===== src/include/spi_macros.svh =====
`ifndef SPI_MACROS_SVH
`define SPI_MACROS_SVH

// widest character the transceiver can shift
`define SPI_CHAR_NBITS 32

// length code, character is code + 1 bits
`define SPI_LEN_WIDTH 5

// sck half period is divider + 1 system clocks
`define SPI_DIV_WIDTH 8

// transmit queue entries, also the host's starting tx credits
`define SPI_TX_DEPTH 4

// characters the host can take after reset
`define SPI_RX_CREDITS 2

// largest value any credit counter has to hold
`define SPI_CREDIT_MAX \
    ((`SPI_TX_DEPTH > `SPI_RX_CREDITS) ? `SPI_TX_DEPTH : `SPI_RX_CREDITS)

`endif


===== src/hw/spi_pkg.sv =====
`include "spi_macros.svh"

package spi_pkg;

    // one character, data right aligned
    typedef logic [`SPI_CHAR_NBITS-1:0] spi_char_t;

    // character length code
    typedef logic [`SPI_LEN_WIDTH-1:0] spi_len_t;

    // sck divider setting
    typedef logic [`SPI_DIV_WIDTH-1:0] spi_div_t;

    // bit index, one bit wider than the char index
    typedef logic [$clog2(`SPI_CHAR_NBITS):0] spi_bitcnt_t;

    // tx and rx credit counters
    typedef logic [$clog2(`SPI_CREDIT_MAX + 1)-1:0] spi_credit_t;

    typedef enum logic [2:0] {
        IDLE,     // ss_n high, waiting for data and a credit
        SETUP,    // head char taken, first bit set up
        SHIFT,    // bits moving on sck strobes
        HOLD,     // ss_n held low for one half period
        DELIVER   // ss_n back high, char to host
    } trx_state_t;

endpackage


===== src/hw/spi_clk_gen.sv =====
`timescale 1ns/100ps

module spi_clk_gen (
    input  logic              S_CHAR_GO,
    input  logic              S_RESETN,
    input  logic              cpol,
    input  spi_pkg::spi_div_t divider,
    input  logic              sck_run,
    output logic              sck,
    output logic              sck_lead,
    output logic              sck_trail
);

    spi_pkg::spi_div_t half_cnt;   // counts down to the next edge
    logic              sck_tgl;    // 0 = at rest level, flips per edge
    logic              edge_stb;

    // zero count while stopped, so the first edge comes right away
    assign edge_stb = sck_run && (half_cnt == '0);

    // even strobes lead, odd strobes trail
    assign sck_lead  = edge_stb && !sck_tgl;
    assign sck_trail = edge_stb && sck_tgl;

    // rest level whenever the transceiver is not shifting
    assign sck = cpol ^ (sck_run & sck_tgl);

    always_ff @(posedge S_CHAR_GO or negedge S_RESETN) begin
        if (!S_RESETN) begin
            half_cnt <= '0;
            sck_tgl  <= 1'b0;
        end else if (!sck_run) begin
            half_cnt <= '0;   // cleared between characters
            sck_tgl  <= 1'b0;
        end else if (edge_stb) begin
            half_cnt <= divider;   // reload for next half period
            sck_tgl  <= ~sck_tgl;
        end else begin
            half_cnt <= half_cnt - 1'b1;
        end
    end

endmodule


===== src/hw/spi_tx_queue.sv =====
`timescale 1ns/100ps
`include "spi_macros.svh"

module spi_tx_queue #(
    parameter int DEPTH = `SPI_TX_DEPTH
) (
    input  logic               S_CHAR_GO,
    input  logic               S_RESETN,
    input  logic               tx_valid,
    input  spi_pkg::spi_char_t tx_char,
    input  logic               q_pop,
    output logic               tx_credit,
    output logic               q_empty,
    output spi_pkg::spi_char_t q_char
);

    localparam int PTR_W = $clog2(DEPTH);
    localparam logic [PTR_W:0] FULL_COUNT = (PTR_W + 1)'(DEPTH);

    spi_pkg::spi_char_t mem [DEPTH];   // character storage

    logic [PTR_W-1:0] wr_ptr;
    logic [PTR_W-1:0] rd_ptr;
    logic [PTR_W:0]   occupancy;   // entries held, 0 to DEPTH
    logic             push;
    logic             pop;

    // push into a full queue is dropped
    assign push = tx_valid && (occupancy != FULL_COUNT);
    assign pop  = q_pop && (occupancy != '0);

    assign q_empty = (occupancy == '0);
    assign q_char  = mem[rd_ptr];   // head entry

    always_ff @(posedge S_CHAR_GO) begin
        if (push) begin
            mem[wr_ptr] <= tx_char;
        end
    end

    // pointers wrap on their own, DEPTH is a power of two
    always_ff @(posedge S_CHAR_GO or negedge S_RESETN) begin
        if (!S_RESETN) begin
            wr_ptr <= '0;
            rd_ptr <= '0;
        end else begin
            if (push) begin
                wr_ptr <= wr_ptr + 1'b1;
            end
            if (pop) begin
                rd_ptr <= rd_ptr + 1'b1;
            end
        end
    end

    always_ff @(posedge S_CHAR_GO or negedge S_RESETN) begin
        if (!S_RESETN) begin
            occupancy <= '0;
        end else begin
            case ({push, pop})
                2'b10:   occupancy <= occupancy + 1'b1;
                2'b01:   occupancy <= occupancy - 1'b1;
                default: occupancy <= occupancy;   // both or neither
            endcase
        end
    end

    // one credit back to the host per entry taken
    always_ff @(posedge S_CHAR_GO or negedge S_RESETN) begin
        if (!S_RESETN) begin
            tx_credit <= 1'b0;
        end else begin
            tx_credit <= pop;
        end
    end

endmodule


===== src/hw/spi_trx_char.sv =====
`timescale 1ns/100ps
`include "spi_macros.svh"

module spi_trx_char (
    input  logic               S_CHAR_GO,
    input  logic               S_RESETN,
    input  logic               enable,
    input  logic               cpol,
    input  logic               cpha,
    input  logic               rev,
    input  logic               loop,
    input  spi_pkg::spi_len_t  char_len,
    input  logic               q_empty,
    input  spi_pkg::spi_char_t q_char,
    input  logic               sck_lead,
    input  logic               sck_trail,
    input  logic               miso,
    input  logic               rx_credit,
    output logic               q_pop,
    output logic               sck_run,
    output logic               ss_n,
    output logic               mosi,
    output logic               rx_valid,
    output spi_pkg::spi_char_t rx_char
);

    localparam int IDX_W = $clog2(`SPI_CHAR_NBITS);

    spi_pkg::trx_state_t  state;
    spi_pkg::spi_char_t   tx_word;     // char being sent
    spi_pkg::spi_char_t   rx_word;     // char being received
    spi_pkg::spi_bitcnt_t bit_idx;     // current bit position
    spi_pkg::spi_bitcnt_t first_idx;
    spi_pkg::spi_bitcnt_t last_idx;
    spi_pkg::spi_bitcnt_t next_idx;
    spi_pkg::spi_len_t    len_q;
    spi_pkg::spi_credit_t rx_cred;     // chars the host can still take
    logic                 cpha_q;      // cpha of this char
    logic                 rev_q;
    logic                 loop_q;
    logic                 sample_lead; // sample on leading edge
    logic                 sample_stb;
    logic                 shift_stb;
    logic                 last_bit;
    logic                 din;
    logic                 start;

    // the state alone decides the framing outputs
    assign q_pop    = (state == spi_pkg::SETUP);
    assign sck_run  = (state == spi_pkg::SHIFT) || (state == spi_pkg::HOLD);
    assign ss_n     = !((state == spi_pkg::SETUP) || sck_run);
    assign rx_valid = (state == spi_pkg::DELIVER);
    assign rx_char  = rx_word;

    assign start = enable && !q_empty && (rx_cred != '0);

    // cpha=0 samples first, cpha=1 shifts first
    assign sample_lead = !cpha_q;

    assign sample_stb = sample_lead ? sck_lead : sck_trail;
    assign shift_stb  = sample_lead ? sck_trail : sck_lead;

    // walk up from bit 0, or down from the top bit when reversed
    assign first_idx = rev_q ? spi_pkg::spi_bitcnt_t'(len_q) : '0;
    assign last_idx  = rev_q ? '0 : spi_pkg::spi_bitcnt_t'(len_q);
    assign next_idx  = rev_q ? bit_idx - 1'b1 : bit_idx + 1'b1;
    assign last_bit  = (bit_idx == last_idx);

    assign din = loop_q ? mosi : miso;   // loopback reads our own mosi

    always_ff @(posedge S_CHAR_GO or negedge S_RESETN) begin
        if (!S_RESETN) begin
            state   <= spi_pkg::IDLE;
            bit_idx <= '0;
            mosi    <= 1'b1;
            cpha_q  <= 1'b0;
            rev_q   <= 1'b0;
            loop_q  <= 1'b0;
            len_q   <= '0;
        end else begin
            case (state)
                spi_pkg::IDLE: begin
                    if (start) begin
                        state  <= spi_pkg::SETUP;
                        cpha_q <= cpha;   // config frozen for this char
                        rev_q  <= rev;
                        loop_q <= loop;
                        len_q  <= char_len;
                    end
                end
                spi_pkg::SETUP: begin
                    bit_idx <= first_idx;
                    // cpha=0 needs the first bit out before the leading edge
                    if (sample_lead) begin
                        mosi <= q_char[first_idx[IDX_W-1:0]];
                    end
                    state <= spi_pkg::SHIFT;
                end
                spi_pkg::SHIFT: begin
                    if (shift_stb) begin
                        if (!sample_lead) begin
                            mosi <= tx_word[bit_idx[IDX_W-1:0]];   // cpha=1 current bit
                        end else if (!last_bit) begin
                            mosi <= tx_word[next_idx[IDX_W-1:0]];  // cpha=0 next bit
                        end
                    end
                    // every bit ends on a trailing edge
                    if (sck_trail) begin
                        if (last_bit) begin
                            state <= spi_pkg::HOLD;
                        end else begin
                            bit_idx <= next_idx;
                        end
                    end
                end
                spi_pkg::HOLD: begin
                    if (sck_lead) begin
                        state <= spi_pkg::DELIVER;   // half period after last edge
                    end
                end
                spi_pkg::DELIVER: begin
                    mosi  <= 1'b1;   // idle level
                    state <= spi_pkg::IDLE;
                end
                default: begin
                    state <= spi_pkg::IDLE;
                end
            endcase
        end
    end

    always_ff @(posedge S_CHAR_GO) begin
        if (state == spi_pkg::SETUP) begin
            tx_word <= q_char;
            rx_word <= '0;   // bits above the length stay zero
        end else if ((state == spi_pkg::SHIFT) && sample_stb) begin
            rx_word[bit_idx[IDX_W-1:0]] <= din;
        end
    end

    always_ff @(posedge S_CHAR_GO or negedge S_RESETN) begin
        if (!S_RESETN) begin
            rx_cred <= spi_pkg::spi_credit_t'(`SPI_RX_CREDITS);
        end else if (rx_credit && !rx_valid) begin
            rx_cred <= rx_cred + 1'b1;
        end else if (!rx_credit && rx_valid) begin
            rx_cred <= rx_cred - 1'b1;
        end
    end

endmodule


===== src/hw/spi_master_top.sv =====
`timescale 1ns/100ps

module spi_master_top (
    input  logic               S_CHAR_GO,
    input  logic               S_RESETN,
    input  logic               enable,
    input  logic               cpol,
    input  logic               cpha,
    input  logic               rev,
    input  logic               loop,
    input  spi_pkg::spi_len_t  char_len,
    input  spi_pkg::spi_div_t  divider,
    input  logic               tx_valid,
    input  spi_pkg::spi_char_t tx_char,
    output logic               tx_credit,
    output logic               rx_valid,
    output spi_pkg::spi_char_t rx_char,
    input  logic               rx_credit,
    output logic               sck,
    output logic               ss_n,
    output logic               mosi,
    input  logic               miso
);

    logic               q_empty;
    logic               q_pop;
    spi_pkg::spi_char_t q_char;     // head of the tx queue
    logic               sck_run;
    logic               sck_lead;
    logic               sck_trail;

    spi_tx_queue u_tx_queue (
        .S_CHAR_GO (S_CHAR_GO),
        .S_RESETN  (S_RESETN),
        .tx_valid  (tx_valid),
        .tx_char   (tx_char),
        .q_pop     (q_pop),
        .tx_credit (tx_credit),
        .q_empty   (q_empty),
        .q_char    (q_char)
    );

    spi_trx_char u_trx (
        .S_CHAR_GO (S_CHAR_GO),
        .S_RESETN  (S_RESETN),
        .enable    (enable),
        .cpol      (cpol),
        .cpha      (cpha),
        .rev       (rev),
        .loop      (loop),
        .char_len  (char_len),
        .q_empty   (q_empty),
        .q_char    (q_char),
        .sck_lead  (sck_lead),
        .sck_trail (sck_trail),
        .miso      (miso),
        .rx_credit (rx_credit),
        .q_pop     (q_pop),
        .sck_run   (sck_run),
        .ss_n      (ss_n),
        .mosi      (mosi),
        .rx_valid  (rx_valid),
        .rx_char   (rx_char)
    );

    spi_clk_gen u_clk_gen (
        .S_CHAR_GO (S_CHAR_GO),
        .S_RESETN  (S_RESETN),
        .cpol      (cpol),
        .divider   (divider),
        .sck_run   (sck_run),
        .sck       (sck),
        .sck_lead  (sck_lead),
        .sck_trail (sck_trail)
    );

endmodule


===== config.mk =====
export PLATFORM = sky130hd
export DESIGN_NAME = spi_master_top
export DESIGN_NICKNAME = d
export VERILOG_FILES = /design/src/hw/spi_pkg.sv /design/src/hw/spi_clk_gen.sv /design/src/hw/spi_tx_queue.sv /design/src/hw/spi_trx_char.sv /design/src/hw/spi_master_top.sv
export VERILOG_INCLUDE_DIRS = /design/src /design/src/include
export SDC_FILE = /design/constraint.sdc
export NUM_CORES = 1
export LEC_CHECK = 0
export BUFFER_PORTS_ARGS = -buffer_cell sky130_fd_sc_hd__buf_4
export CAP_MARGIN = 20
export CORE_MARGIN = 1
export CORE_UTILIZATION = 40
export CTS_BUF_LIST = sky130_fd_sc_hd__clkbuf_8 sky130_fd_sc_hd__clkbuf_16
export CTS_CLUSTER_DIAMETER = 120
export DETAILED_ROUTE_END_ITERATION = 10
export SYNTH_ARGS = -nofsm -noshare
export SYNTH_HDL_FRONTEND = slang
export SYNTH_HIERARCHICAL = 1
export SYNTH_SLANG_ARGS = --single-unit

===== constraint.sdc =====
create_clock -name S_CHAR_GO -period 3.7 [get_ports S_CHAR_GO]
set_input_delay 0.74 -clock S_CHAR_GO [delete_from_list [all_inputs] [get_ports S_CHAR_GO]]
set_output_delay 0.74 -clock S_CHAR_GO [all_outputs]
set_load 0.02 [all_outputs]

==> results.py <==
metrics = {
    "finish": {
        "fin_area_um2": 12000,
        "layout.nets": 848,
        "antenna-diode-count": 0,
        "final_cells": 1127,
        "drive_above_1_share": 0.275,
        "syn2layout_area_growth_pct": 17.5,
        "final_util": 0.478,
    },
    "routing": {
        "drc_errors": 0,
        "via_per_inst": 5.51,
        "wl_um": 21500,
        "vias": 6207,
        "ant_nets": 0,
        "dr.pass1.iters": 8,
        "avgRoutedWirePerCell_um": 19.1,
        "drt_first_iter_violations": 429,
    },
    "sta": {
        "period_share": 0.926,
        "fin_crit_ns": 3.43,
        "tightestPinTransition_ns": 0.816,
        "fmax_mhz": 292,
        "finClkSkew_ns": 0.00859,
        "finalSetupViolations": 0,
        "setup_ws_ns": 0.275,
        "maxSlewHeadroom": 0.455,
        "setup_tns_ns": 0,
        "report.final.hold_viol_count": 0,
        "rsz0062_at_grt": "no",
        "maxSlewViolCount": 0,
    },
    "logic_synthesis": {
        "yosys.area.top_type": "edfxtp_1",
        "synth_cell_types": 71,
        "synth_seq_area_share": 0.627,
        "synth_fp_nets": 753,
        "synthTopCellsByArea": "edfxtp_1, mux4_2, dfrtp_1",
        "syn_inst": 683,
        "async_reset_ff_frac": 0.165,
        "yosys_register_bits": 230,
        "synth.top_cells.by_count": "edfxtp_1, nor2_1, nor3_1, mux4_2, dfrtp_1",
        "yosysWarnings": 6,
        "yosys_most_used_dff": "edfxtp_1",
        "netlist.area_leader.share": 0.471,
        "avgSynthCellArea_um2": 14.9,
        "synth-edff-count": 160,
        "yosysMostFrequentCell": "edfxtp_1",
        "synth_area_um2": 10200,
    },
    "floorplanning": {
        "dieArea_um2": 26200,
        "num_rows": 58,
        "die_y_um": 162,
        "core_area_um2": 25100,
        "initial_utilization": 0.407,
        "ios": 92,
        "die_w_um": 162,
    },
    "power": {
        "ir_worst_vdd_mv": 0.349,
        "p_int_uw": 5110,
        "p_clk_frac": 0.343,
        "p_per_area_nw_per_um2": 579,
        "power_frac_seq": 0.486,
        "leakage_uw": 0.00433,
        "swShare": 0.264,
        "p_switching_uw": 1830,
        "pwr-share-comb": 0.171,
    },
    "placement": {
        "dp_hpwl_um": 14300,
        "dpl-instance-area_um2": 11200,
        "gp_congestion": 0.842,
        "dp_slack_ns": 0.271,
        "dp_cells": 1081,
        "port_buffers": 91,
    },
    "clocking": {
        "postCtsSetupRepairBufs": 0,
        "cts_inserted_buffers": 25,
        "clock_path_buffers": 3,
        "cts_hold_buffers": 0,
        "clk_pin_slew_ns": 0.06,
        "clk_latency_ns": 0.53,
        "htree_levels": 1,
        "cts_tree": "done",
        "clock-sinks": 230,
        "cts-root-buf": "clkbuf_16",
    },
    "global_routing": {
        "grt_pass1_wl_um": 34400,
        "grt.total_usage": 0.167,
        "grt_pass1_vias": 6307,
        "overflow": 0,
        "antenna_found_initial": 0,
        "grt_max_degree": 67,
    },
    "critical_path": {
        "worstSetupEndpointType": "register",
        "crit_arrival_ns": 3.81,
        "cp_cell_sequence": "inv_1 -> ha_1 -> or4b_4 -> or2_1 -> nor3_1 -> mux2i_1 -> or3_1 -> and2b_1 -> nand3_1 -> mux2i_1 -> nor2_1",
        "critPathTopFamily": "simple AND/OR/NAND/NOR gates",
        "worstPathRequired_ns": 4.08,
        "critPathBufInv": 1,
        "critPathKind": "register to register",
        "cp_common_cell": "mux2i_1",
        "critPathLaunchType": "register",
        "path_max_fanout": 12,
        "crit_slowest_cell": "or4b_4",
        "critPathMaxStageDelay_ns": 0.54,
    },
    "outcome": {
        "status": "finished, final reports clean",
    },
    "flow_run": {
        "cap_violations": 0,
    },
    "worst_hold_path": {
        "hold_class": "primary input to asynchronous set/reset pin",
    },
}
what timing repair did:
action,in CTS,in global routing
resized for setup,0,1
endpoints found under the setup margin,0,2
endpoints found under the hold margin,0,0
worst register-to-register path, delay by kind of cell, from the launching register on:
kind / cells / cell delay (ns)
fa+ha+maj: 1 / 0.17
buf+inv: 1 / 0.09
flops: 1 / 0.40
mux: 2 / 0.39
simple gates: 7 / 2.22
cell families after synthesis:
logic type	share of synthesized area
buffers and inverters	0.0311
adders and majority gates	0.0206
xor gates and xnor gates	0.0154
muxes	0.153
and+or+nand+nor	0.0998
AOI/OAI and AO/OA	0.0533
DFF	0.627
flip-flops by register name, indices dropped and copies added, names as in the netlist, 5 cells and up:
register	count
u_trx/bit_idx	6
u_clk_gen/half_cnt	8
u_tx_queue/mem	128
u_trx/tx_word	32
u_trx/len_q	5
u_trx/rx_char	32
layout make-up:
type	count	area, µm²
well taps	330	413
multi-input cells	395	3500
fillers	2213	13100
flip-flops and latches	230	6400
repair buffers	110	826
clock buffers	26	639
clock inverters	20	155
inverters	16	60.1
routing by layer:
layer	track usage	vias to the layer above	wire length, µm
met5	0	-	0
li1	-	2836	-
met4	0.0442	0	449
met1	0.227	3103	9400
met3	0.0271	38	1420
met2	0.279	230	10200
metrics by stage:
| stage | power, µW | hold WS [ns] |
|---|---|---|
| after floorplan | 4230 | 0.436 |
| after CTS | 7030 | 0.207 |
| final | 6950 | 0.195 |
| after global placement | 4550 | 0.451 |
| after detailed placement | 4630 | 0.459 |
| after global routing | 7280 | 0.229 |
power groups by stage:
stage          Sequential [µW]  Combinational (µW)  Clock [µW]
2_1_floorplan             3390                 845           0
3_3_place_gp              3390                1160           0
3_5_place_dp              3430                1210           0
4_1_cts                   3380                1210        2450
5_1_grt                   3420                1320        2550
6_report                  3370                1190        2380
worst paths after layout:
kind,endpoint,depth (start not counted),slack [ns],from
max,u_trx/rx_char[7]$_SDFFE_PP0P_,11,0.27,u_clk_gen/half_cnt[0]$_DFF_PN0_
min,u_clk_gen/half_cnt[5]$_DFF_PN0_,1,0.20,S_RESETN
max reg2reg,u_trx/rx_char[7]$_SDFFE_PP0P_,11,0.27,u_clk_gen/half_cnt[0]$_DFF_PN0_
min reg2reg,u_trx/rx_cred[2]$_DFFE_PN0P_,1,0.48,u_trx/rx_cred[2]$_DFFE_PN0P_
max in group asynchronous,u_tx_queue/rd_ptr[0]$_DFFE_PN0P_,1,3.10,S_RESETN
min in group S_CHAR_GO,u_tx_queue/mem[0][21]$_DFFE_PP_,1,0.41,tx_char[21]
cell usage in the layout, fill, tap and decap left out, types with 5 or more instances in the layout:
cell,Yosys,routed
edfxtp_1,160,160
buf_4,0,110
nor2_1,51,51
nor3_1,50,50
mux4_2,43,43
dfrtp_1,36,35
dfxtp_1,32,32
nand2_1,29,29
clkbuf_16,0,25
a21oi_1,23,23
inv_1,16,22
mux2i_1,19,19
mux2_2,15,15
nand3_1,13,13
ha_1,12,12
o21ai_0,11,11
xnor2_1,10,10
a31oi_1,8,8
xor2_1,8,8
mux4_1,8,8
nor2b_1,7,7
clkinv_2,0,6
or3_1,5,5
nand2b_1,5,5
nand3b_1,5,5
Power figures use the tool's default switching activity.
